<file path="config.mk">
export PLATFORM = sky130hd
export DESIGN_NAME = alu_lane
export DESIGN_NICKNAME = d
export VERILOG_FILES = /design/src/source/issue_pkg.sv /design/src/source/alu_lane.sv
export SDC_FILE = /design/constraint.sdc
export NUM_CORES = 1
export LEC_CHECK = 0
export ABC_AREA = 0
export BUFFER_PORTS_ARGS = -buffer_cell sky130_fd_sc_hd__buf_2
export CAP_MARGIN = 20
export CORE_MARGIN = 5
export CORE_UTILIZATION = 55
export CTS_CLUSTER_SIZE = 20
export DETAILED_ROUTE_END_ITERATION = 6
export PLACE_DENSITY_LB_ADDON = 0.3
export SLEW_MARGIN = 0
export SYNTH_ARGS = -nofsm -noshare
export SYNTH_HDL_FRONTEND = slang
export SYNTH_SLANG_ARGS = --single-unit
</file>
<file path="constraint.sdc">
create_clock -name clk -period 4.9 [get_ports clk]
set_clock_uncertainty 0.05 [all_clocks]
set_input_delay 0.245 -clock clk [delete_from_list [all_inputs] [get_ports clk]]
set_output_delay 0.245 -clock clk [all_outputs]
set_load 0.03 [all_outputs]
</file>
<file path="src/source/issue_pkg.sv">
`default_nettype none

package issue_pkg;

    // widths
    localparam int xlen       = 32;
    localparam int reg_addr_w = 5;
    localparam int uop_w      = 3;

    // micro-op codes seen by the alu lanes
    localparam logic [uop_w-1:0] uop_nop = 3'd0;
    localparam logic [uop_w-1:0] uop_add = 3'd1;
    localparam logic [uop_w-1:0] uop_sub = 3'd2;
    localparam logic [uop_w-1:0] uop_and = 3'd3;
    localparam logic [uop_w-1:0] uop_or  = 3'd4;
    localparam logic [uop_w-1:0] uop_xor = 3'd5;

    // three-register format, opcode in bits 31:15
    localparam logic [16:0] op_add_w = 17'h00020;
    localparam logic [16:0] op_sub_w = 17'h00022;
    localparam logic [16:0] op_and   = 17'h00029;
    localparam logic [16:0] op_or    = 17'h0002a;
    localparam logic [16:0] op_xor   = 17'h0002b;

    // register plus 12-bit immediate, opcode in bits 31:22
    localparam logic [9:0] op_addi_w = 10'h00a;

    // addi.w r0, r0, 0
    localparam logic [xlen-1:0] inst_nop = 32'h0280_0000;

    // one instruction word, two decode views
    typedef union packed {
        struct packed {
            logic [16:0]           opcode;
            logic [reg_addr_w-1:0] rk;
            logic [reg_addr_w-1:0] rj;
            logic [reg_addr_w-1:0] rd;
        } r3;
        struct packed {
            logic [9:0]            opcode;
            logic [11:0]           imm12;
            logic [reg_addr_w-1:0] rj;
            logic [reg_addr_w-1:0] rd;
        } ri12;
    } instr_word_u;

endpackage

`default_nettype wire

</file>
<file path="src/source/alu_lane.sv">
`timescale 1ns/1ps
`default_nettype none

module alu_lane import issue_pkg::*; (
    input  wire logic                  clk,
    input  wire logic                  rst,
    input  wire logic                  flush,
    input  wire logic                  issue,
    input  wire logic [uop_w-1:0]      uop,
    input  wire logic [reg_addr_w-1:0] rd,
    input  wire logic [xlen-1:0]       opa,
    input  wire logic [xlen-1:0]       opb,
    output logic                       res_valid,
    output logic [reg_addr_w-1:0]      res_rd,
    output logic [xlen-1:0]            res_data
);

    logic [xlen-1:0] alu_out;
    logic            writes_rd;

    always_comb begin
        case (uop)
            uop_add: alu_out = opa + opb;
            uop_sub: alu_out = opa - opb;
            uop_and: alu_out = opa & opb;
            uop_or:  alu_out = opa | opb;
            uop_xor: alu_out = opa ^ opb;
            default: alu_out = '0;
        endcase
    end

    // nops and r0 targets never reach the write port
    assign writes_rd = issue && uop != uop_nop && rd != '0;

    always_ff @(posedge clk) begin
        if (rst || flush) begin
            res_valid <= 1'b0;
        end else begin
            res_valid <= writes_rd;
        end
    end

    // payload only
    always_ff @(posedge clk) begin
        if (writes_rd) begin
            res_rd   <= rd;
            res_data <= alu_out;
        end
    end

endmodule

`default_nettype wire

</file>
### Yosys cells after proc, flatten, opt, wreduce, memory -nomap -nowiden

Index checks and enable logic that the tools add are counted.

* bits in registers: 38
* bits of input ports: 76
* word-level logic and storage cells: 19

* add/sub/neg operators: 2
* equal/unequal tests: 5
* multiplexer cells: 1
* bitwise gates (word level): 3
* reduce and logical (&&, ||, !) cells: 5

Operators with widths (number)
* one-hot mux 32 bit (5 select lines): 1
* adder 32 bit: 1
* AND 32 bit: 1
* OR 32 bit: 1
* subtractor 32 bit: 1
* bitwise XOR 32 bit: 1
* equality test 3 x 2 -> 1 bit, second input constant: 2
* equality test 3 bit, second input constant: 2
* nonzero test 5 bit: 1
* equality test 3 x 1 -> 1 bit, second input constant: 1
* nonzero test 3 bit: 1
* logical AND 1 bit: 2
* logical OR 1 bit: 1

### Logic depth before layout (Yosys ltp)

* depth in word-level cells: 3
* gate-level depth with buffers: 19

### Worst setup path before layout

OpenSTA, ideal clock, no wires.

* path kind: input to register
* from: input port opb[4]
* to: register res_data[31] (data pin)
* setup time: 0.271 ns
* arrival time: 3.377 ns
* required time: 4.579 ns
* slack: 1.202 ns
* cell stages on the path: 18
* cell sequence: nor4_2 > nand2_1 > or3_1 > nor2_1 > nand2_1 > o31ai_1 > xnor2_1 > ha_1 > buf_6 > a21oi_1 > o21ai_1 > a31oi_1 > nor2_1 > o32a_1 > a31oi_1 > o21ai_1 > xnor2_1 > o221ai_1

* cells in the longest elaborated chain, start to end: 2
* elaborated cells on any way between the ends: 3

Ends and longest elaborated chain
* start: declaration: line alu_lane.sv:12 `input wire logic [xlen-1:0] opb,`
* subtractor 32 bit or adder 32 bit (tied branches): line alu_lane.sv:24, alu_lane.sv:23
* one-hot mux 32 bit (5 select lines) (*): line alu_lane.sv:22 `case (uop)`
* net alu_out[31]: line alu_lane.sv:18 `logic [xlen-1:0] alu_out;`
* end signal: assignment: line alu_lane.sv:47 `res_data <= alu_out;`
* end: declaration: line alu_lane.sv:15 `output logic [xlen-1:0] res_data`

The timed path passes the listed nets; every way through them passes the cells marked *.
A chain may end at the register's enable or synchronous reset.

### Worst setup path after layout

* from: input port opb[4]
* to: register res_data[30] (data pin)

The elaborated chain is that of the path after synthesis.

==> metrics.yaml <==
global_routing:
  grt_max_degree: 77
  grt_overflow: 0
  antenna_found_initial: 0
  grt_pass1_wl_um: 23180
  grtUsageTotal: 0.2436
  grt_pass1_vias: 4953
logic_synthesis:
  synth_area_leaders: "ha_1, edfxtp_1, xnor2_1, a21oi_1, inv_1"
  synthesis.nets: 824
  synth_edf_count: 37
  synth.distinct_cells: 59
  syn_inst: 651
  syn_area_per_cell_um2: 8.266
  synth.most_common_cell: "ha_1"
  synth_top_cell_by_area: "ha_1"
  synth_top_cells_by_count: "ha_1, a21oi_1, inv_1"
  ys_warn_count: 0
  netlist_area_um2: 5381
  ys.flop_type: "edfxtp_1"
  synthArstFlopShare: 0
  yosysSeqAreaShare: 0.2102
  ys_ff_latch: 38
  synth_top_cell_area_share: 0.2232
drt:
  ant_nets: 0
  via_count: 5068
  dr.max_layer_used: "met4"
  wl_per_cell_um: 16.25
  route.met2.wl_um: 6715
  met1_length_um: 6406
  viasPerCell: 5.746
  finalWirelength_um: 14330
  dr_wl_met3_um: 956
  drt_iter0_markers: 297
  dr.pass1.iters: 5
  drc: 0
timing:
  maxSlewViolCount: 0
  slew_headroom: 0.4991
  fin_setup_tns_ns: 0
  tightest_slew_ns: 0.7514
  period_minus_slack_ns: 4.125
  rsz0062_at_grt: "no"
  fmax_mhz: 242.4
  period_share: 0.8418
  worst_slack_ns: 0.7753
  hold_violations: 0
  setup_viol: 0
final_layout:
  nets: 921
  syn_to_final_growth_pct: 12.97
  n_antenna_cell: 0
  drive_gt1_frac: 0.1936
  seq_area_um2: 1131
  multi_input_area_um2: 3795
  fill_cells: 864
flow_run:
  drv_cap: 0
die:
  fp-row-count: 36
  die_h_um: 108.9
  start_util: 0.5583
  die_x_um: 108.9
  pin_count: 114
  core_area_um2: 9639
  die-area_um2: 11860
hold_path:
  min_path_type: "in -> reg"
worst_setup_path:
  critPathRequiredTime_ns: 4.87
  start_kind: "input pin"
  end_kind: "flop"
  crit_type: "in -> reg"
  endpoint: "res_data[30]$_DFFE_PP_"
  crit_path_start: "opb[4]"
  worstPathArrival_ns: 4.09
  cp_max_fo: 6
cts:
  htree_num_levels: 2
  cts_tree: "done"
  hold_buffers: 0
  ctsLongestPathBuffers: 2
  cts_setup_buffers: 0
  clockRootBuffer: "clkbuf_8"
  path_clk_slew_ns: 0.09
  cts.sinks: 38
  cts_buffers: 5
  cts_resized: 0
place:
  preCtsSetupSlack_ns: 0.5485
  gp_congestion: 0.8887
  port-buffer-count: 113
  dp_hpwl_um: 10910
power_and_ir_drop:
  peakVddDrop_mv: 0.1158
  cellLeakagePower_uw: 0.002939
  power_density_nw_per_um2: 231.0
run_status:
  status: "complete, no violations"
routing by layer:
layer,vias up,GRT usage
met2,176,0.4083
met4,0,0.06763
met3,22,0.02960
li1,2510,-
met1,2360,0.3303
met5,-,0
area by class of cell:
type | instances | share of cell area
tap | 133 | 0.02737
clock buffer | 5 | 0.01132
timing repair buffer | 119 | 0.1004
multi-input combinational | 514 | 0.6242
sequential | 38 | 0.1860
clock inverter | 3 | 0.007409
inverter | 70 | 0.04322
stage by stage:
stage / std cells / area, um^2 / power [uW] / util / hold slack [ns]
final: 882 / 6080 / 1405 / 0.6307 / 0.03668
after global routing: 882 / 6080 / 1502 / 0.6307 / 0.02545
after floorplan: 651 / 5381 / 941.7 / - / 0.2701
after detailed placement: 874 / 5966 / 1110 / 0.6189 / 0.3575
after CTS: 882 / 6080 / 1408 / 0.6307 / 0.02732
after global placement: 874 / 5966 / 1097 / 0.6189 / 0.3539
registers in the layout, summed over array words and instances (netlist names):
| signal | flops |
|---|---|
| res_data | 32 |
| res_rd | 5 |
| res_valid | 1 |
cells in the final DEF (no fill, tap or decap), types with 6 or more instances in the layout:
| cell type | netlist | final |
|---|---|---|
| inv_1 | 65 | 65 |
| a31oi_1 | 9 | 9 |
| nor2_1 | 51 | 51 |
| nand2_1 | 58 | 58 |
| ha_1 | 96 | 96 |
| nand4_1 | 8 | 8 |
| a21oi_1 | 68 | 67 |
| edfxtp_1 | 37 | 37 |
| xnor2_1 | 45 | 45 |
| nor3_1 | 6 | 6 |
| xor2_1 | 16 | 16 |
| o31ai_1 | 10 | 10 |
| o21ai_1 | 9 | 9 |
| nand2b_1 | 10 | 10 |
| o21ai_0 | 13 | 13 |
| buf_2 | 0 | 113 |
| nand3_1 | 7 | 7 |
| buf_4 | 0 | 6 |
| o221ai_1 | 26 | 26 |
| a21o_1 | 26 | 26 |
worst min-delay path by stage:
stage,start,to,depth (start not counted)
detailed placement,flush,res_valid$_SDFF_PP0_,2
finish,flush,res_valid$_SDFF_PP0_,2
global route,rst,res_valid$_SDFF_PP0_,2
CTS,flush,res_valid$_SDFF_PP0_,2
global placement,flush,res_valid$_SDFF_PP0_,2
floorplan,flush,res_valid$_SDFF_PP0_,1
cell families (layout without fill, tap and decap cells):
family,after synthesis,after routing,synth area share
buffers and inverters,99,197,0.08672
AOI/OAI and AO/OA,194,194,0.2362
xor gates and xnor gates,61,61,0.09928
adders and majority gates,97,97,0.2269
DFF,38,38,0.2102
muxes,1,1,0.001860
and+or+nand+nor,161,161,0.1388
critical path, cell delays in order:
cell and delay, ns:
buf_2 0.13, nor4_2 0.33, nand2_1 0.17, or3_1 0.42, nor2_1 0.18, nand3_1 0.18
nor3_1 0.41, a21oi_1 0.15, xnor2_1 0.14, ha_1 0.35, a21o_1 0.18, a21oi_1 0.20
o21ai_0 0.12, a211oi_1 0.24, o31ai_1 0.12, a21oi_1 0.19, xor2_1 0.19, o221ai_1 0.14
power by group:
part	internal, uW	switching, uW	total, uW
sequential	408	10.5	418
combinational	265	429	695
clock	152	140	292
total	825	580	1400
No activity file was read; power rests on OpenSTA's default activity.
