**src/source/issue_pkg.sv**
```systemverilog
`default_nettype none

package issue_pkg;

    // widths
    localparam int xlen       = 32;
    localparam int reg_addr_w = 5;
    localparam int uop_w      = 3;

    // micro-op codes seen by the alu lanes
    localparam logic [uop_w-1:0] uop_nop = 3'd0;
    localparam logic [uop_w-1:0] uop_add = 3'd1;
    localparam logic [uop_w-1:0] uop_sub = 3'd2;
    localparam logic [uop_w-1:0] uop_and = 3'd3;
    localparam logic [uop_w-1:0] uop_or  = 3'd4;
    localparam logic [uop_w-1:0] uop_xor = 3'd5;

    // three-register format, opcode in bits 31:15
    localparam logic [16:0] op_add_w = 17'h00020;
    localparam logic [16:0] op_sub_w = 17'h00022;
    localparam logic [16:0] op_and   = 17'h00029;
    localparam logic [16:0] op_or    = 17'h0002a;
    localparam logic [16:0] op_xor   = 17'h0002b;

    // register plus 12-bit immediate, opcode in bits 31:22
    localparam logic [9:0] op_addi_w = 10'h00a;

    // addi.w r0, r0, 0
    localparam logic [xlen-1:0] inst_nop = 32'h0280_0000;

    // one instruction word, two decode views
    typedef union packed {
        struct packed {
            logic [16:0]           opcode;
            logic [reg_addr_w-1:0] rk;
            logic [reg_addr_w-1:0] rj;
            logic [reg_addr_w-1:0] rd;
        } r3;
        struct packed {
            logic [9:0]            opcode;
            logic [11:0]           imm12;
            logic [reg_addr_w-1:0] rj;
            logic [reg_addr_w-1:0] rd;
        } ri12;
    } instr_word_u;

endpackage

`default_nettype wire

```
**src/source/wb_arbiter.sv**
```systemverilog
`timescale 1ns/1ps
`default_nettype none

module wb_arbiter import issue_pkg::*; (
    input  wire logic                  clk,
    input  wire logic                  rst,
    input  wire logic                  flush,
    input  wire logic                  l0_valid,
    input  wire logic [reg_addr_w-1:0] l0_rd,
    input  wire logic [xlen-1:0]       l0_data,
    input  wire logic                  l1_valid,
    input  wire logic [reg_addr_w-1:0] l1_rd,
    input  wire logic [xlen-1:0]       l1_data,
    output logic                       we,
    output logic [reg_addr_w-1:0]      waddr,
    output logic [xlen-1:0]            wdata,
    output logic                       busy
);

    logic                  hold_valid;
    logic [reg_addr_w-1:0] hold_rd;
    logic [xlen-1:0]       hold_data;

    // both lanes finished together, lane 1 has to wait
    assign busy = l0_valid && l1_valid;

    always_ff @(posedge clk) begin
        if (rst || flush) begin
            hold_valid <= 1'b0;
        end else begin
            hold_valid <= busy;
        end
    end

    always_ff @(posedge clk) begin
        if (busy) begin
            hold_rd   <= l1_rd;
            hold_data <= l1_data;
        end
    end

    // held entry drains first, then lane 0, then lane 1
    always_comb begin
        we    = hold_valid || l0_valid || l1_valid;
        waddr = l1_rd;
        wdata = l1_data;
        if (hold_valid) begin
            waddr = hold_rd;
            wdata = hold_data;
        end else if (l0_valid) begin
            waddr = l0_rd;
            wdata = l0_data;
        end
    end

    // busy blocks issue, so nothing new lands on a draining cycle
    a_no_result_while_held: assert property (@(posedge clk) disable iff (rst)
        hold_valid |-> !l0_valid && !l1_valid);

endmodule

`default_nettype wire

```
**config.mk**
```make
export PLATFORM = sky130hd
export DESIGN_NAME = wb_arbiter
export DESIGN_NICKNAME = d
export VERILOG_FILES = /design/src/source/issue_pkg.sv /design/src/source/wb_arbiter.sv
export SDC_FILE = /design/constraint.sdc
export NUM_CORES = 1
export LEC_CHECK = 0
export ABC_AREA = 0
export ABC_CLOCK_PERIOD_IN_PS = 2260
export BUFFER_PORTS_ARGS = -buffer_cell sky130_fd_sc_hd__buf_2
export CORE_MARGIN = 5
export CORE_UTILIZATION = 43
export DETAILED_ROUTE_END_ITERATION = 8
export PLACE_DENSITY = 0.82
export SYNTH_ARGS = -nofsm -noshare
export SYNTH_HDL_FRONTEND = slang
export SYNTH_SLANG_ARGS = --single-unit
export TNS_END_PERCENT = 30
```
**constraint.sdc**
```tcl
create_clock -name clk -period 2.26 [get_ports clk]
set_input_delay 0.113 -clock clk [delete_from_list [all_inputs] [get_ports clk]]
set_output_delay 0.113 -clock clk [all_outputs]
set_load 0.01 [all_outputs]
```
# Yosys cells after proc, flatten, opt, wreduce, memory -nomap -nowiden
# Cells that the tools add are included.
dict set report op_classes {
  n_reduce_logical 4
  n_mux 4
}
# cell n
set ops {}
lappend ops {{$mux 32} 2}
lappend ops {{$mux 5} 2}
lappend ops {{$logic_or 1x1->1} 3}
lappend ops {{$logic_and 1x1->1} 1}
dict set report totals {
  ff_bits 38
  inputBits 79
  output_inout_bits 39
  word_cells 11
}

# Logic depth before layout (Yosys ltp)
# Gate-level depths: netlist of run 1.
dict set report depth {
  ltp_word 2
  ltp_mapped 5
  ltp_nobuf 2
}

# Worst setup path before layout of run 1
# No wires, ideal clock.
dict set report synth_path {
  path_kind {input to register}
  from {input port l0_valid}
  to {register hold_data[0], enable pin}
  stages 3
  path_buffers 2
  setup_ps 402
  arrival_time_ps 1331
  path_slack_ps 527
  required_time_ps 1858
  path_cell_list {buf_6 -> buf_12 -> and2_1}
}
dict set report synth_between {
  elab_chain_cells 1
}
# item line
set synth_lines {}
lappend synth_lines {{from (decl)} wb_arbiter.sv:8} ;# input wire logic l0_valid,
lappend synth_lines {{$logic_and 1x1->1} wb_arbiter.sv:25} ;# assign busy = l0_valid && l1_valid;
lappend synth_lines {{named net busy} wb_arbiter.sv:17} ;# output logic busy
lappend synth_lines {{to (signal assigned)} wb_arbiter.sv:38} ;# hold_data <= l1_data;
lappend synth_lines {{to (decl)} wb_arbiter.sv:22} ;# logic [xlen-1:0] hold_data;
# The timed path passes the listed nets, and every way through them passes these cells.
# A chain may end at the register's enable or synchronous reset.

# Final worst setup path of run 1
dict set report layout_path {
  from {register hold_valid}
  to {output port waddr[3]}
}
dict set report layout_between {
  elab_chain_cells 1
}
# item line
set layout_lines {}
lappend layout_lines {{from (decl)} wb_arbiter.sv:20} ;# logic hold_valid;
lappend layout_lines {{from (signal assigned)} wb_arbiter.sv:31} ;# hold_valid <= busy;
lappend layout_lines {{$mux 5} wb_arbiter.sv:47} ;# if (hold_valid) begin
lappend layout_lines {{to (decl)} wb_arbiter.sv:15} ;# output logic [reg_addr_w-1:0] waddr,
# Every way passes these cells.

==> flow_summary.ini, run 1 <==
[worst_hold_path]
min_from = l1_data[10]
whs_path_depth = 1
min_path_type = in2reg

[setup_path]
criticalPathCategory = reg2out
cpLargestDelayFamily = flip-flops
worst-path-stages = 4
cp-end-kind = primary output
cp_slowest_stage_delay_ps = 660
crit_start = hold_valid
cp_cell_sequence = buf_4, nand2_1, o21ai_0, buf_2
cp_slowest_cell = dfxtp_2
cp_num_buf_inv = 2
cp.required_ps = 2150
cp.arrival_ps = 1580
worstPathMaxFanout = 34
cp-start-kind = register

[synth]
synthTopCellsByCount = 37 x edfxtp_1, 37 x mux2i_1, 37 x nand2_1
synth_top_area_share_pct = 56.8
synth_nets = 244
synthArstFlopShare_pct = 0
synth.avg_cell_area_um2 = 11.9
netlist_instances = 165
synth-main-ff-cell = edfxtp_1
synth-edff-count = 37
synth_area_leaders = edfxtp_1 57%, mux2i_1 19%, nand2_1 7.1%
synth_area_mm2 = 0.00196
yosys.area.top_type = edfxtp_1
synthDistinctLibCells = 14
ys_seq_area_share_pct = 57.8
yosysWarnings = 0
synth_seq_cells = 38

[floorplan]
die_area_mm2 = 0.00600
core_area_mm2 = 0.00438
rows = 24
io_pins = 118
floorplan.initialDensity_pct = 44.6
die_height_um = 77.4
die_width_um = 77.4

[final_layout]
syn2layout_area_growth_pct = 37.6
diodes = 0
finalInstanceArea_mm2 = 0.00269
drive_gt1_share_pct = 46.0
fin_nets = 363
final_util_pct = 61.4
nFillCells = 382

[timing]
max_slew_margin_pct = 58.7
hold_viol_final = 0
setup-tns-final_ps = 0
max_freq_ghz = 0.592
slew_violations = 0
fin_crit_ps = 1690
timing.final.crit_share_pct = 74.8
worst_slew_pin_slew_ps = 619
setup_violations = 0
rsz0062_at_grt = false

[power]
power_switching_share_pct = 23.1
p_seq_share_pct = 49.9
power.internal_w = 0.00129
cellLeakagePower_nw = 1.22
peakVddDrop_mv = 0.461
p_switching_w = 0.000388
power_w = 0.00168
power.density_mw_per_mm2 = 625
clkPwrFrac_pct = 32.8
combPwrFrac_pct = 17.3

[clock_tree]
cts_tree = done
htreeDepth = 2
path_clk_slew_ps = 70
cts_buffers = 5
clockBufferDepth = 2
cts-root-buf = clkbuf_8
cts.sinks = 38

[global_route]
grt_pass1_vias = 1570
grt.overflow.total = 0
antenna_found_initial = 0
grt.total_usage_pct = 14.9
grt_pass1_wl_mm = 7.40
grt_max_degree = 39

[route]
vias = 1642
drc = 0
routedWlPerCell_um = 13.5
postRouteAntennaNets = 0
avgViaCountPerCell = 4.87
routed_wl_mm = 4.54
first_iter_violations = 74
first_pass_iters = 4

[status]
outcome = finished, final reports clean

[place]
port-buffer-count = 117
gp_congestion = 0.679
place_hpwl_mm = 3.48
placed_area_mm2 = 0.00254

[job]
maxCapViolations = 0
-- state kept, by name (all words and copies together) (netlist names) --
| register | flops |
|---|---|
| hold_rd | 5 |
| hold_valid | 1 |
| hold_data | 32 |
-- metrics by stage --
step                      hold slack [ps]  worst slack, ps  cells
final                                20.8              570    337
after global routing                0.642              410    337
after CTS                            8.14              545    335
after detailed placement              269              858    325
after global placement                275              882    325
after floorplan                       188              527    165
-- routing by layer --
| layer | wire length (µm) | share of wire [%] | up-vias | GRT usage, % |
|---|---|---|---|---|
| met5 | 0 | 0 | - | 0 |
| li1 | - | - | 835 | - |
| met1 | 1880 | 41 | 727 | 19.3 |
| met4 | 42 | 0.92 | 0 | 4.64 |
| met3 | 405 | 8.9 | 4 | 3.94 |
| met2 | 2220 | 49 | 76 | 24.3 |
-- layout make-up --
cell class,count,area (µm²),share of cell area (%)
clock inverter,3,40.0,1.49
multi-input combinational,114,716,26.6
tap,52,65.1,2.42
clock buffer,5,68.8,2.56
sequential,38,1130,42.1
timing repair buffer,125,668,24.8
-- logic make-up (layout without fill, tap and decap cells) --
logic type	after synthesis	count (layout)	synth area share, %
AO/OA/AOI/OAI	37	37	9.47
buffers and inverters	13	133	5.63
AND/OR/NAND/NOR	40	40	8.13
multiplexers	37	37	18.9
flip-flops	38	38	57.8
-- final timing paths --
path	endpoint	slack (ps)
hold / removal	hold_data[10]	20
setup / recovery	waddr[3]	570
-- timing repair --
action	CTS	global route
gates resized for setup	0	0
hold buffers	2	2
buffers inserted	0	0
endpoints found under the hold margin	1	2
-- power by group through the flow --
stage	clock [W]	combinational [W]	sequential [W]
global route	0.000604	0.000321	0.000844
finish	0.000551	0.000290	0.000839
detailed placement	0	0.000290	0.000855
CTS	0.000569	0.000292	0.000840
floorplan	0	0.000151	0.000849
global placement	0	0.000281	0.000853
-- layout by cell type, fill, tap and decap left out, drive strengths merged --
cell type / synthesis / final
buf: 8 / 121
mux2i: 37 / 37
nand2: 37 / 37
edfxtp: 37 / 37
o21ai: 37 / 37
clkbuf: 5 / 5
dlygate4sd3: 0 / 4
clkinv: 0 / 2
and2: 1 / 1
or3: 1 / 1
nor3b: 1 / 1
bufinv: 0 / 1
dfxtp: 1 / 1
(Power assumes the default switching activity.)
==> inputs of run 2 (changes only) <==
--- a/config.mk
+++ b/config.mk
@@ -6,12 +6,12 @@
 export NUM_CORES = 1
 export LEC_CHECK = 0
 export ABC_AREA = 0
-export ABC_CLOCK_PERIOD_IN_PS = 2260
+export ABC_CLOCK_PERIOD_IN_PS = 1500
 export BUFFER_PORTS_ARGS = -buffer_cell sky130_fd_sc_hd__buf_2
 export CORE_MARGIN = 5
-export CORE_UTILIZATION = 43
+export CORE_UTILIZATION = 39
 export DETAILED_ROUTE_END_ITERATION = 8
-export PLACE_DENSITY = 0.82
+export PLACE_DENSITY = 0.78
 export SYNTH_ARGS = -nofsm -noshare
 export SYNTH_HDL_FRONTEND = slang
 export SYNTH_SLANG_ARGS = --single-unit
==> constraint.sdc (replaced) <==
create_clock -name clk -period 1.5 [get_ports clk]
set_input_delay 0.075 -clock clk [delete_from_list [all_inputs] [get_ports clk]]
set_output_delay 0.075 -clock clk [all_outputs]
set_load 0.01 [all_outputs]
==> run 2 against run 1 <==
  * Wire length is 23% higher
  * First-iteration DRC count is 11% higher
  * Global-route usage is 2.2 points higher
  * Critical path depth stayed put
  * Non-clock buffer count is 37 higher
  * Via count is 11% higher
  * Combinational power is 80% higher
  * Worst hold slack better by 400 ps
  * Critical endpoint unchanged
  * Largest cell class unchanged
  * Highest routed layer unchanged
==> flow_summary.ini, run 2 (synthesized netlist as in run 1, its figures left out) <==
[worst_hold_path]
min_path_type = in2reg

[route]
wl_met2_mm = 2.94
avgViaCountPerCell = 4.67
drt-met1-wl_mm = 2.11
routedWlPerCell_um = 14.3
first_iter_violations = 82
highest_layer = met4
wl_met3_um = 444
first_pass_iters = 4
drc = 0
vias = 1815
routed_wl_mm = 5.57
postRouteAntennaNets = 0

[job]
maxCapViolations = 0

[global_route]
grt_pass1_vias = 1920
grt.total_usage_pct = 17.0
grt.overflow.total = 0
grt_max_degree = 41
grt_pass1_wl_mm = 8.49
antenna_found_initial = 0

[timing]
hold_viol_final = 0
slew_violations = 0
worst_slew_pin_slew_ps = 413
max_slew_margin_pct = 72.5
timing.final.crit_share_pct = 91.8
setup-tns-final_ps = 0
max_freq_ghz = 0.726
fin_crit_ps = 1380
setup_violations = 0
rsz0062_at_grt = false

[final_layout]
syn2layout_area_growth_pct = 56.5
nFillCells = 396
reg_top3 = hold_data x32, hold_rd x5, hold_valid x1
diodes = 0
layout_common_cells = 117 x buf_2, 39 x dlygate4sd3_1, 37 x mux2i_1, 37 x nand2_1, 37 x edfxtp_1
largest_register = hold_data
drive_gt1_share_pct = 41.0
fin_nets = 400
largest_reg_flops = 32
final_common_cell = buf_2

[place]
port-buffer-count = 117
place_hpwl_mm = 3.66
gp_congestion = 0.715

[setup_path]
criticalPathCategory = reg2out
cp_slowest_stage_delay_ps = 450
cpLargestDelayFamily = flip-flops
cp.required_ps = 1420
cp-end-kind = primary output
cp.arrival_ps = 1300
worstPathMaxFanout = 26
cp-start-kind = register
cp_num_buf_inv = 2
cp_cell_sequence = buf_6, nand2_1, o21ai_0, buf_2
cp_slowest_cell = dfxtp_2

[power]
power.density_mw_per_mm2 = 814
peakVddDrop_mv = 0.487
power_w = 0.00249
cellLeakagePower_nw = 1.36

[status]
outcome = finished, final reports clean

[clock_tree]
cts_buffers = 5
cts_tree = done
cts.sinks = 38
cts-root-buf = clkbuf_8
clockBufferDepth = 2
path_clk_slew_ps = 70
htreeDepth = 2

[floorplan]
io_pins = 118
rows = 25
die_height_um = 80.8
die_area_mm2 = 0.00653
core_area_mm2 = 0.00479
die_width_um = 80.8
floorplan.initialDensity_pct = 40.9
[run 2: cell count changes in the layout (fill, tap and decap cells not counted)]
cell,before,now
dlygate4sd3_1,4,39
buf_4,3,4
buf_6,0,1
clkbuf_1,0,1
clkbuf_8,5,6
clkinv_2,2,1
bufinv_16,1,0
[run 2: cell type report]
cell class / instances / area (µm²) / area share [%]
Sequential cell: 38 / 1130 / 37.0
Timing Repair Buffer: 162 / 1040 / 33.9
Multi-Input combinational cell: 114 / 716 / 23.4
Clock buffer: 7 / 86.3 / 2.82
Tap cell: 67 / 83.8 / 2.74
Clock inverter: 1 / 5.00 / 0.164
[run 2: repair_timing]
| action | CTS | global route |
|---|---|---|
| resized for setup | 0 | 1 |
| hold buffers | 39 | 0 |
| setup endpoints to repair | 0 | 3 |
| buffers inserted | 0 | 0 |
| endpoints found under the hold margin | 38 | 0 |
[run 2: metal layers]
layer | up-vias | track usage (%)
met4 | 0 | 5.74
met3 | 8 | 5.43
li1 | 910 | -
met2 | 74 | 32.0
met1 | 823 | 17.7
met5 | - | 0
[run 2: stage by stage]
stage	instances	setup WS [ps]	utilization [%]	hold WS [ps]	area [µm²]
floorplan	165	233	-	150	1960
global route	389	31.0	63.9	427	3060
detailed placement	342	388	53.8	231	2570
CTS	389	70.9	63.9	417	3060
global placement	342	416	53.8	232	2570
finish	389	122	63.9	422	3060
[run 2: path summary, 6_finish.rpt]
check / from / end / slack [ps] / cells past startpoint
max: hold_valid / waddr[3] / 120 / 4
min: l1_valid / hold_data[7] / 420 / 3
[run 2: where the power goes]
part | switching [W] | internal [W]
Clock | 0.000338 | 0.000371
Combinational | 0.000244 | 0.000279
Sequential | 0.0000197 | 0.00124
Total | 0.000601 | 0.00189
