[src/source/issue_pkg.sv]
`default_nettype none

package issue_pkg;

    // widths
    localparam int xlen       = 32;
    localparam int reg_addr_w = 5;
    localparam int uop_w      = 3;

    // micro-op codes seen by the alu lanes
    localparam logic [uop_w-1:0] uop_nop = 3'd0;
    localparam logic [uop_w-1:0] uop_add = 3'd1;
    localparam logic [uop_w-1:0] uop_sub = 3'd2;
    localparam logic [uop_w-1:0] uop_and = 3'd3;
    localparam logic [uop_w-1:0] uop_or  = 3'd4;
    localparam logic [uop_w-1:0] uop_xor = 3'd5;

    // three-register format, opcode in bits 31:15
    localparam logic [16:0] op_add_w = 17'h00020;
    localparam logic [16:0] op_sub_w = 17'h00022;
    localparam logic [16:0] op_and   = 17'h00029;
    localparam logic [16:0] op_or    = 17'h0002a;
    localparam logic [16:0] op_xor   = 17'h0002b;

    // register plus 12-bit immediate, opcode in bits 31:22
    localparam logic [9:0] op_addi_w = 10'h00a;

    // addi.w r0, r0, 0
    localparam logic [xlen-1:0] inst_nop = 32'h0280_0000;

    // one instruction word, two decode views
    typedef union packed {
        struct packed {
            logic [16:0]           opcode;
            logic [reg_addr_w-1:0] rk;
            logic [reg_addr_w-1:0] rj;
            logic [reg_addr_w-1:0] rd;
        } r3;
        struct packed {
            logic [9:0]            opcode;
            logic [11:0]           imm12;
            logic [reg_addr_w-1:0] rj;
            logic [reg_addr_w-1:0] rd;
        } ri12;
    } instr_word_u;

endpackage

`default_nettype wire

[src/source/pair_decoder.sv]
`timescale 1ns/1ps
`default_nettype none

module pair_decoder import issue_pkg::*; (
    input  wire logic [xlen-1:0]       inst0,
    input  wire logic [xlen-1:0]       inst1,
    output logic                       is_alu0,
    output logic                       is_alu1,
    output logic [uop_w-1:0]           uop0,
    output logic [uop_w-1:0]           uop1,
    output logic [reg_addr_w-1:0]      rd0,
    output logic [reg_addr_w-1:0]      rd1,
    output logic [reg_addr_w-1:0]      rj0,
    output logic [reg_addr_w-1:0]      rj1,
    output logic [reg_addr_w-1:0]      rk0,
    output logic [reg_addr_w-1:0]      rk1,
    output logic [xlen-1:0]            imm0,
    output logic [xlen-1:0]            imm1,
    output logic                       use_imm0,
    output logic                       use_imm1
);

    instr_word_u word0;
    instr_word_u word1;

    assign word0 = inst0;
    assign word1 = inst1;

    // same decode for both slots of the pair
    function automatic void decode_one(
        input  instr_word_u           w,
        output logic                  is_alu,
        output logic [uop_w-1:0]      uop,
        output logic [reg_addr_w-1:0] rd,
        output logic [reg_addr_w-1:0] rj,
        output logic [reg_addr_w-1:0] rk,
        output logic [xlen-1:0]       imm,
        output logic                  use_imm
    );
        is_alu  = 1'b1;
        use_imm = 1'b0;
        rd      = w.r3.rd;
        rj      = w.r3.rj;
        rk      = w.r3.rk;
        imm     = '0;
        case (w.r3.opcode)
            op_add_w: uop = uop_add;
            op_sub_w: uop = uop_sub;
            op_and:   uop = uop_and;
            op_or:    uop = uop_or;
            op_xor:   uop = uop_xor;
            default: begin
                if (w.ri12.opcode == op_addi_w) begin
                    uop     = uop_add;
                    use_imm = 1'b1;
                    // no rk source, keeps hazard check exact
                    rk      = '0;
                    imm     = {{(xlen-12){w.ri12.imm12[11]}}, w.ri12.imm12};
                end else begin
                    // non-alu, runs as a no-op
                    is_alu = 1'b0;
                    uop    = uop_nop;
                    rd     = '0;
                    rj     = '0;
                    rk     = '0;
                end
            end
        endcase
    endfunction

    always_comb begin
        decode_one(word0, is_alu0, uop0, rd0, rj0, rk0, imm0, use_imm0);
        decode_one(word1, is_alu1, uop1, rd1, rj1, rk1, imm1, use_imm1);
    end

endmodule

`default_nettype wire

[config.mk]
export PLATFORM = sky130hd
export DESIGN_NAME = pair_decoder
export DESIGN_NICKNAME = d
export VERILOG_FILES = /design/src/source/issue_pkg.sv /design/src/source/pair_decoder.sv
export SDC_FILE = /design/constraint.sdc
export NUM_CORES = 1
export LEC_CHECK = 0
export BUFFER_PORTS_ARGS = -buffer_cell sky130_fd_sc_hd__buf_2
export CORE_ASPECT_RATIO = 2
export CORE_MARGIN = 4
export CORE_UTILIZATION = 26
export DETAILED_ROUTE_END_ITERATION = 8
export PLACE_DENSITY_LB_ADDON = 0.3
export SKIP_LAST_GASP = 1
export SYNTH_ARGS = -nofsm -noshare
export SYNTH_HDL_FRONTEND = slang
export SYNTH_SLANG_ARGS = --single-unit
[constraint.sdc]
create_clock -name vclk -period 2.22
set_clock_uncertainty 0.05 [all_clocks]
set_input_delay 0.444 -clock vclk [all_inputs]
set_output_delay 0.444 -clock vclk [all_outputs]
set_load 0.005 [all_outputs]
---- Yosys cells after proc, flatten, opt, wreduce, memory -nomap -nowiden ----
Cells that the tools add are included.
W data, S select, Z words.
cells by class
  mux-type cells .......................... 24
  equality and inequality tests ........... 12
  reduce and logical (&&, ||, !) cells .... 2
operators with widths
  cell                   number
  $eq A17 B6 Y1 const B  10
  $mux W32               4
  $mux W5                10
  $pmux W3 S5            2
  $eq A10 B4 Y1 const B  2
  $reduce_or A5 Y1       2
  $mux W1                8
word-level totals
  input bits .............................. 64
  output and inout port bits .............. 104
  register bits after elaboration ......... 0
  word-level logic and storage cells ...... 38

---- Depth between registers and ports, before layout ----
Gate-level depths: netlist of run 1.
  word-level depth ........................ 3
  gate-level depth with buffers ........... 5
  depth with buffers taken out ............ 4

---- Worst setup path after synthesis of run 1 ----
Ideal clock, no wire load.
  kind .................................... input to output
  from .................................... input inst0[27]
  to ...................................... output imm0[12]
  buffers on the path ..................... 1
  stages on the path ...................... 5
  required time ........................... 1.726 ns
  data arrival time ....................... 1.761 ns
  slack ................................... -0.035 ns
  cell sequence ........................... nor4_1 nand2_1 nor2_1 and2_1 buf_4
on the way
  longest elaborated chain between the ends .. 3
  elaborated cells on any way between the ends .. 9
  classes of those cells .................. eq/ne (6); mux (2); reduce/logical (1)
RTL lines
  element                                                        line                                    RTL
  start, declared                                                pair_decoder.sv:5                       input wire logic [xlen-1:0] inst0,
  $eq A17 B6 Y1 / $eq A10 B4 Y1 (equally long branches)          pair_decoder.sv:46, pair_decoder.sv:53
  $reduce_or A5 Y1 (no line) / $mux W32 (equally long branches)  -
  $mux W32 *                                                     pair_decoder.sv:46                      case (w.r3.opcode)
  end, declared                                                  pair_decoder.sv:17                      output logic [xlen-1:0] imm0,
Mark *: on every way between the ends. The rest lies on a longest branch, timed or not.

---- Worst setup path after layout of run 1 ----
  from .................................... input inst0[22]
  to ...................................... output uop0[0]
on the way
  longest elaborated chain between the ends .. 3
  elaborated cells on any way between the ends .. 8
  classes of those cells .................. eq/ne (6); mux (2)
RTL lines
  element        line                RTL
  $eq A10 B4 Y1  pair_decoder.sv:53  if (w.ri12.opcode == op_addi_w) begin
  $mux W1        pair_decoder.sv:53
  $pmux W3 S5 *  pair_decoder.sv:46
  end, declared  pair_decoder.sv:9   output logic [uop_w-1:0] uop0,
Marks and branches as above.

==> key figures, run 1 <==
Status
  • Outcome: finished clean

Finish
  • Number of sequential cells: 0
  • Share of final-layout standard cells stronger than drive strength 1: 0.730
  • Growth of design area from synthesis to finish: 75.8%
  • Total Nets Final: around 340
  • Final standard cell count with taps included and fillers excluded: roughly 330
  • Number of inserted diodes: 0
  • Storage element area: 0 um2
  • Clock buffers: 0
  • Filler Cell Count: between 300 and 400

Timing
  • RSZ-0062 raised after global routing: true
  • Highest achievable clock rate: roughly 460 MHz
  • Relative slew slack: 0.804
  • Final min period: 2.15 ns
  • Worst Slack Setup Final: ~0.066 ns
  • Total of endpoints with negative setup slack in the final report: 0
  • Worst-Margin Slew: just under 0.3 ns
  • Final worst path period share: 0.970
  • Final hold violation count: 0
  • Final count of pins violating max slew: 0
  • Worst hold-check slack: 1.11 ns

GRT
  • Maximum number of pins on one net before global-route repair: 22
  • All-layer global routing usage: 0.130
  • Remaining global-route overflow: 0
  • Number of antenna violations at the first check in global routing: 0
  • Global-route wire length before repair: around 5.3 mm
  • Number of global-route vias before repair: 1,289

Placement
  • Cell count after placement: 326
  • Detail Placement HPWL: ~3.4 mm
  • Routability congestion estimate: 0.692
  • Worst setup slack before clock tree synthesis: -0.0427 ns
  • Input/output buffers: 168

Die
  • Number of rows created at floorplan: 31
  • DIE AREA: just under 5000 um2
  • Core box area: roughly 3600 um2
  • Die Y: 95.0 um
  • I/O pin total: around 170
  • Starting density of the core: 0.270
  • Die width: 51.5 um

Power
  • Pwr per Cell Area: approximately 61 nW/um2
  • Worst-case vdd ir drop: 0.0360 mV
  • Static power due to leakage: ~1.2 nW

Detailed routing
  • DR vias/cell: about 4.3
  • Iteration count of the initial detailed-routing pass: 6
  • Via count: between 1,000 and 1,500
  • Detail Route Antenna Nets: 0
  • Routed wire length per instance: around 11 um
  • Total Wirelength: approximately 3.7 mm
  • DRT iter0 DRCs: 10
  • DRC: 0

Critical path
  • Critical-path top delay cell: nor4_4
  • Type of the worst setup path: in2out
  • Maximum fanout along the worst path: 3
  • Crit start category: input pin
  • Highest cell delay on the worst timing path: approximately 0.29 ns
  • Sort of element at the end of the critical path: output pin
  • Critical path's top delay family: buffers and inverters
  • Cell-by-cell listing of the critical path: buf_2 > nor4_4 > nand4_1 > buf_4 > buf_4 > o22ai_1 > buf_2
  • Buffer and inverter count on the worst path: 4
  • CP Data Arrival Time: roughly 1.7 ns
  • Required time at the worst-slack endpoint: about 1.7 ns

Job
  • Max-cap violations: 0

Worst hold path
  • Class of the most critical hold timing path: in2out

Logic synthesis
  • Avg Inst Size Synth: 6.83 um2
  • Post-synth top area share: 0.321
  • Leading area contributor after synthesis: buf_4
  • Commonest cells post-synth: and2_1 (42), buf_4 (42), nor2_1 (11)
  • Part of the Yosys area used for sequential elements: 0
  • Count of unique library cells instantiated by Yosys: 26
  • Number of standard cells after synthesis: 144
  • Cell Area, Synth: just under 1000 um2
  • Number of warning messages in the yosys log: 0
  • Syn Nets: ~210
  • Largest cells by area after synthesis: buf_4 (32%), and2_1 (27%), and2_4 (8.0%), nor2_1 (4.2%), nand2_1 (3.1%)
==> layer usage <==
layer / global-route usage / wire length (um) / share of wire
met1: 0.141 / 1220 / 0.33
met2: 0.256 / 1870 / 0.50
met5: 0 / 0 / 0
met4: 0 / 0 / 0
met3: 0.0363 / 660 / 0.18
==> per-stage QoR <==
stage / util / TNS, ns / instance area (um2) / power [mW]
global placement: 0.449 / -0.508 / 1640 / 0.0900
global route: 0.474 / -0.0142 / 1730 / 0.118
finish: 0.474 / 0 / 1730 / 0.106
CTS: 0.452 / 0 / 1650 / 0.0939
floorplan: - / 0 / 985 / 0.0209
detailed placement: 0.449 / -0.919 / 1640 / 0.0920
==> cell families after synthesis <==
group           count (synthesis)  share of synthesized area
simple gates                   90                      0.594
buf+inv                        44                      0.337
compound gates                  9                     0.0585
mux                             1                     0.0102
==> final timing paths <==
path | start | endpoint | slack [ns] | cells past startpoint
worst min-delay path | inst1[5] | rj1[0] | 1.11 | 3
worst max-delay path | inst0[22] | uop0[0] | 0.07 | 7
==> report_power, final <==
group | switching, mW | leakage [nW] | internal (mW)
logic | 0.0473 | 1.16 | 0.0589
clock network | 0 | 0 | 0
registers | 0 | 0 | 0
total | 0.0473 | 1.16 | 0.0589
==> cells in the final DEF (no fill, tap or decap), types with 2 or more instances in the layout <==
master / instances
buf_2: 166
and2_1: 41
and2_4: 11
nor2_1: 10
buf_4: 9
nand2_1: 8
a21oi_1: 4
nor4_4: 3
nand2b_1: 3
nor4b_4: 2
nand4_1: 2
and2_2: 2
buf_6: 2
==> cell type report <==
class	count	area [um2]	area share
Tap cell	49	61.3	0.0355
Multi-Input combinational cell	100	727	0.420
Timing Repair Buffer	178	941	0.544
==> what timing repair did <==
| item | in CTS | in global routing |
|---|---|---|
| hold buffers | 0 | 0 |
| endpoints found under the setup margin | 28 | 71 |
| pin swaps | 0 | 8 |
| buffers inserted | 0 | 1 |
| gates resized for setup | 2 | 14 |
(Power assumes the default switching activity.)
==> inputs of run 2 (changes only) <==
- CORE_UTILIZATION: 26 -> 29
- clock period: 2.22 -> 2.3 ns (I/O delays scaled with it)
==> run 2 against run 1 <==
Setup slack better by 0.045 ns; die area is 9.1% lower; combinational power is 8% lower; final cell count is 4.6% lower; utilization is 5.8 points higher; sequential cell count stayed put; power is 8.4% lower; sequential share of layout area stayed put; design area is 0.58% lower; wire length is 1.5% higher; global-route usage is 2.2 points higher; hold slack better by 0.028 ns; critical endpoint is now uop1[0]; largest power group unchanged; highest routed layer is now met4.
==> key figures, run 2 (synthesis gave the netlist of run 1 again) <==
Critical path
  • CP Data Arrival Time: 1.68 ns (+0.02 ns)
  • Type of the worst setup path: in2out
  • Critical-path top delay cell: nor4_2
  • Critical path's top delay family: buffers and inverters
  • CP Capture Point: uop1[0]
  • Cell-by-cell listing of the critical path: buf_2 > nor4_2 > buf_4 > nand4_1 > buf_4 > mux2i_1 > nor2_1 > buf_2
  • Crit path from: inst1[31]
  • Required time at the worst-slack endpoint: 1.79 ns (+0.06 ns)
  • Number of stages on the worst setup path: 8 (+1)
  • Buffer and inverter count on the worst path: 4 (unchanged)
  • Sort of element at the end of the critical path: output pin
  • Maximum fanout along the worst path: 3 (unchanged)
  • Highest cell delay on the worst timing path: 0.32 ns (+0.03 ns)
  • Crit start category: input pin

Worst hold path
  • Class of the most critical hold timing path: in2out

Die
  • Number of rows created at floorplan: 29 (-6.5%)
  • Starting density of the core: 0.305 (+0.0348)
  • Die width: 49.2 um (-4.5%)
  • Core box area: 3230 um2 (-11%)
  • DIE AREA: 4440 um2 (-9.1%)
  • I/O pin total: 168 (unchanged)
  • Die Y: 90.4 um (-4.9%)

Power
  • Static power due to leakage: 1.18 nW (+1.2%)
  • Clock power share: 0 (unchanged)
  • Sw power: 0.0418 mW (-12%)
  • Share of total power in sequential cells: 0 (unchanged)
  • Switching fraction of total power: 0.429 (-0.0163)
  • Cell internal pwr: 0.0555 mW (-5.7%)
  • Pwr per Cell Area: 56.6 nW/um2 (-7.8%)
  • Share of power burned in combinational logic: 1.000 (about the same)
  • Worst-case vdd ir drop: 0.0400 mV (+11%)
  • Overall power of the completed layout: 0.0973 mW (-8.4%)

GRT
  • Maximum number of pins on one net before global-route repair: 22 (unchanged)
  • Number of antenna violations at the first check in global routing: 0 (unchanged)
  • Number of global-route vias before repair: 1,260 (-2.2%)
  • Remaining global-route overflow: 0 (unchanged)
  • All-layer global routing usage: 0.152 (+0.0222)
  • Global-route wire length before repair: 5.71 mm (+7.5%)

Timing
  • Relative slew slack: 0.808 (+0.00413)
  • Total of endpoints with negative setup slack in the final report: 0 (unchanged)
  • Worst-Margin Slew: 0.285 ns (-0.00614 ns)
  • Worst hold-check slack: 1.14 ns (+0.0283 ns)
  • Highest achievable clock rate: ~460 MHz
  • RSZ-0062 raised after global routing: true
  • Final count of pins violating max slew: 0 (unchanged)
  • Final min period: approximately 2.2 ns
  • Final hold violation count: 0 (unchanged)
  • Final worst path period share: 0.952

Placement
  • Standard cell area after detailed placement: 1650 um2 (+1.1%)
  • Input/output buffers: 168 (unchanged)
  • Detail Placement HPWL: 3.50 mm (+3.6%)
  • Routability congestion estimate: 0.753 (+8.9%)

Finish
  • Number of inserted diodes: 0 (unchanged)
  • Cell area after layout: 1720 um2 (-0.58%)
  • Leading cell types in the layout, fill and taps excluded: buf_2 (166), and2_1 (42), nor2_1 (10), and2_4 (10), buf_4 (10)
  • Number of sequential cells: 0 (unchanged)
  • Filler Cell Count: 353 (-11%)
  • Total Nets Final: 347 (+0.87%)
  • Most common library cell in the layout ignoring fill and taps: buf_2
  • Clock buffers: 0 (unchanged)
  • Share of final-layout standard cells stronger than drive strength 1: 0.719 (-0.0114)
  • Area occupied by multi-input gates: 701 um2 (-3.6%)
  • Growth of design area from synthesis to finish: 74.8%
  • Storage element area: 0 um2 (unchanged)

Detailed routing
  • Routed wire length per instance: 12.2 um (+6.4%)
  • DRC: 0 (unchanged)
  • Via count: 1,402 (-0.071%)
  • Iteration count of the initial detailed-routing pass: 2 (-4)
  • DR vias/cell: 4.49 (+4.7%)
  • DRT iter0 DRCs: 5 (-5)
  • Detail Route Antenna Nets: 0 (unchanged)
  • Total Wirelength: 3.80 mm (+1.5%)

Clocking
  • CTS Hold Bufs: 0 (unchanged)
  • Number of post-CTS setup repair buffers: 0 (unchanged)
  • CTS resizes: 0 (-2)

Job
  • Max-cap violations: 0 (unchanged)

Status
  • Outcome: finished clean
## run 2: stage by stage
stage | setup slack, ns | utilization | TNS, ns | cells
final | 0.111 | 0.532 | 0 | 312
after global routing | -0.00776 | 0.532 | -0.00776 | 312
after CTS | 0.0306 | 0.512 | 0 | 312
after detailed placement | 0.0344 | 0.512 | 0 | 312
after global placement | 0.0279 | 0.512 | 0 | 312
after floorplan | 0.0135 | - | 0 | 144
## run 2: final cells by class
| class | count | share of cell area |
|---|---|---|
| Tap cell | 31 | 0.0226 |
| Multi-Input combinational cell | 100 | 0.408 |
| Timing Repair Buffer | 181 | 0.570 |
## run 2: power by group through the flow
stage / logic, mW / clock network (mW) / registers [mW]
2_1_floorplan: 0.0202 / 0 / 0
5_1_grt: 0.108 / 0 / 0
3_3_place_gp: 0.0867 / 0 / 0
4_1_cts: 0.0889 / 0 / 0
3_5_place_dp: 0.0887 / 0 / 0
6_report: 0.0973 / 0 / 0
## run 2: worst min path at each step
stage / slack, ns / endpoint / cells after the start / from
6_report: 1.14 / rj1[2] / 3 / inst1[7]
5_1_grt: 1.16 / rj1[4] / 3 / inst1[9]
4_1_cts: 1.14 / rj1[2] / 3 / inst1[7]
3_5_place_dp: 1.14 / rj1[2] / 3 / inst1[7]
3_3_place_gp: 1.14 / rj1[4] / 3 / inst1[9]
2_1_floorplan: 0.94 / uop0[2] / 2 / inst0[18]
## run 2: per-layer routing
metal / share of wire / GRT usage / up-vias
met1: 0.27 / 0.133 / 588
met5: 0 / 0 / -
met2: 0.59 / 0.339 / 107
met4: 0.0037 / 0.00713 / 0
met3: 0.14 / 0.0314 / 2
li1: - / - / 705
## run 2: tightest hold or removal path, cell delays in order
cell and delay (ns):
buf_2 0.07, and2_1 0.09, buf_2 0.10
==> inputs of run 3 (changes only) <==
- CORE_UTILIZATION: 29 -> 26
- clock period: 2.3 -> 1.8 ns (I/O delays scaled with it)
==> run 3 against run 2 <==
The run now ends with negative setup slack left; clock-buffer cell count did not move; hold slack got worse by 0.20 ns; first-iteration DRC count rose by 80%; critical path depth did not move; design area rose by 29%; power rose by 70%; largest cell class unchanged; global-route usage rose by 0.75 points; via count rose by 7.9%; sequential cell count did not move; utilization rose by 7.4 points; final cell count rose by 9.9%; critical path type unchanged; wire length rose by 25%.
==> key figures, run 3 (synthesis gave the netlist of run 1 again) <==
Detailed routing
  • Total Wirelength: 4.74 mm (+25%)
  • Detail Route Antenna Nets: 0 (unchanged)
  • DRT iter0 DRCs: 9 (+4)
  • Via count: 1,513 (+7.9%)
  • DR vias/cell: 4.41 (-1.8%)
  • Routed wire length per instance: 13.8 um (+13%)
  • DRC: 0 (unchanged)
  • Iteration count of the initial detailed-routing pass: 2 (unchanged)

Timing
  • Final worst path period share: 1.10
  • Worst-Margin Slew: 0.287 ns (+0.00247 ns)
  • Final hold violation count: 0 (unchanged)
  • Total of endpoints with negative setup slack in the final report: 99 (+99)
  • Final min period: 1.99 ns
  • Setup_tns: -9.17 ns (-9.17 ns)
  • Worst Slack Setup Final: -0.189 ns (-0.300 ns)
  • Worst hold-check slack: 0.938 ns (-0.198 ns)
  • RSZ-0062 raised after global routing: true
  • Highest achievable clock rate: around 500 MHz
  • Final count of pins violating max slew: 0 (unchanged)
  • Relative slew slack: 0.807 (-0.00150)

Finish
  • Most common library cell in the layout ignoring fill and taps: buf_2
  • Number of sequential cells: 0 (unchanged)
  • Number of inserted diodes: 0 (unchanged)
  • Share of final-layout standard cells stronger than drive strength 1: 0.806 (+0.0873)
  • Total Nets Final: 360 (+3.7%)
  • Growth of design area from synthesis to finish: 125%
  • Clock buffers: 0 (unchanged)
  • Filler Cell Count: 355 (+0.57%)
  • Storage element area: 0 um2 (unchanged)
  • Leading cell types in the layout, fill and taps excluded: buf_2 (122), buf_6 (51), and2_4 (28), and2_1 (28), buf_4 (16)

GRT
  • Maximum number of pins on one net before global-route repair: 22 (unchanged)
  • Number of antenna violations at the first check in global routing: 0 (unchanged)
  • Remaining global-route overflow: 0 (unchanged)
  • All-layer global routing usage: 0.160 (+0.00747)
  • Number of global-route vias before repair: 1,385 (+9.9%)
  • Global-route wire length before repair: 6.38 mm (+12%)

Die
  • I/O pin total: 168 (unchanged)
  • Starting density of the core: 0.270 (-0.0348)
  • DIE AREA: 4890 um2 (+10%)
  • Core box area: 3650 um2 (+13%)
  • Number of rows created at floorplan: 31 (+6.9%)
  • Die Y: 95.0 um (+5.1%)
  • Die width: 51.5 um (+4.7%)

Placement
  • Routability congestion estimate: 0.778 (+3.3%)
  • Worst setup slack before clock tree synthesis: -0.273 ns (-0.307 ns)
  • Input/output buffers: 168 (unchanged)
  • Detail Placement HPWL: 3.40 mm (-3.0%)

Power
  • Worst-case vdd ir drop: 0.0628 mV (+57%)
  • Static power due to leakage: 1.31 nW (+11%)
  • Pwr per Cell Area: 74.9 nW/um2 (+32%)

Worst hold path
  • Hold Path Depth: 3 (unchanged)
  • Hold wc startpoint: inst1[4]
  • Class of the most critical hold timing path: in2out

Critical path
  • Highest cell delay on the worst timing path: 0.25 ns (-0.07 ns)
  • CP Capture Point: rk0[0]
  • Maximum fanout along the worst path: 5 (+2)
  • CP Data Arrival Time: 1.58 ns (-0.10 ns)
  • Crit start category: input pin
  • Crit path from: inst0[29]
  • Critical-path top delay cell: nor4_4
  • Cell-by-cell listing of the critical path: buf_6 > nor4_4 > buf_4 > nand4_1 > nor3b_2 > buf_4 > and2_4 > buf_6
  • Type of the worst setup path: in2out
  • Required time at the worst-slack endpoint: 1.39 ns (-0.40 ns)
  • Sort of element at the end of the critical path: output pin

Status
  • Violated checks: negative setup slack
  • Outcome: complete, but fails checks

Clocking
  • CTS Hold Bufs: 0 (unchanged)

Job
  • Max-cap violations: 0 (unchanged)
[run 3: cell count changes in the layout (fill, tap and decap cells not counted), sizes merged]
cell,before,now
buf,181,189
and2,54,58
and4,1,2
[run 3: cell type report]
| type | count | area [um2] | area share |
|---|---|---|---|
| tap | 49 | 61.3 | 0.0277 |
| multi-input combinational | 105 | 846 | 0.382 |
| timing repair buffer | 189 | 1310 | 0.590 |
[run 3: power breakdown]
group	switching, mW	internal [mW]
Sequential	0	0
Clock	0	0
Combinational	0.0710	0.0948
Total	0.0710	0.0948
[run 3: worst max-delay path, delay by kind of cell]
| family | cells | cell delay (ns) |
|---|---|---|
| buffers and inverters | 4 | 0.51 |
| AND/OR/NAND/NOR | 4 | 0.71 |
[run 3: through the flow]
step | utilization | power, mW | cell area, um2 | cells
2_1_floorplan | - | 0.0261 | 991 | 144
3_5_place_dp | 0.457 | 0.120 | 1670 | 331
5_1_grt | 0.607 | 0.181 | 2210 | 343
4_1_cts | 0.539 | 0.149 | 1970 | 339
6_report | 0.607 | 0.166 | 2210 | 343
3_3_place_gp | 0.457 | 0.118 | 1670 | 331
[run 3: layer usage]
metal,GRT usage,vias up,share of wire
met3,0.0269,10,0.095
met1,0.163,668,0.32
met5,0,-,0
li1,-,737,-
met2,0.330,98,0.56
met4,0.0175,0,0.023
[run 3: how the worst min path moves through the flow]
| stage | end | slack (ns) |
|---|---|---|
| after detailed placement | rj1[0] | 0.94 |
| after global placement | rd1[1] | 0.94 |
| after global routing | rj1[1] | 0.96 |
| after floorplan | uop0[2] | 0.74 |
| after CTS | rj1[0] | 0.94 |
| final | rd1[4] | 0.94 |
[run 3: what timing repair did]
action | 4_1_cts | 5_1_grt
setup endpoints to repair | 104 | 104
setup buffers | 4 | 2
cloned | 5 | 2
gates resized for setup | 47 | 48
pin swaps | 35 | 17
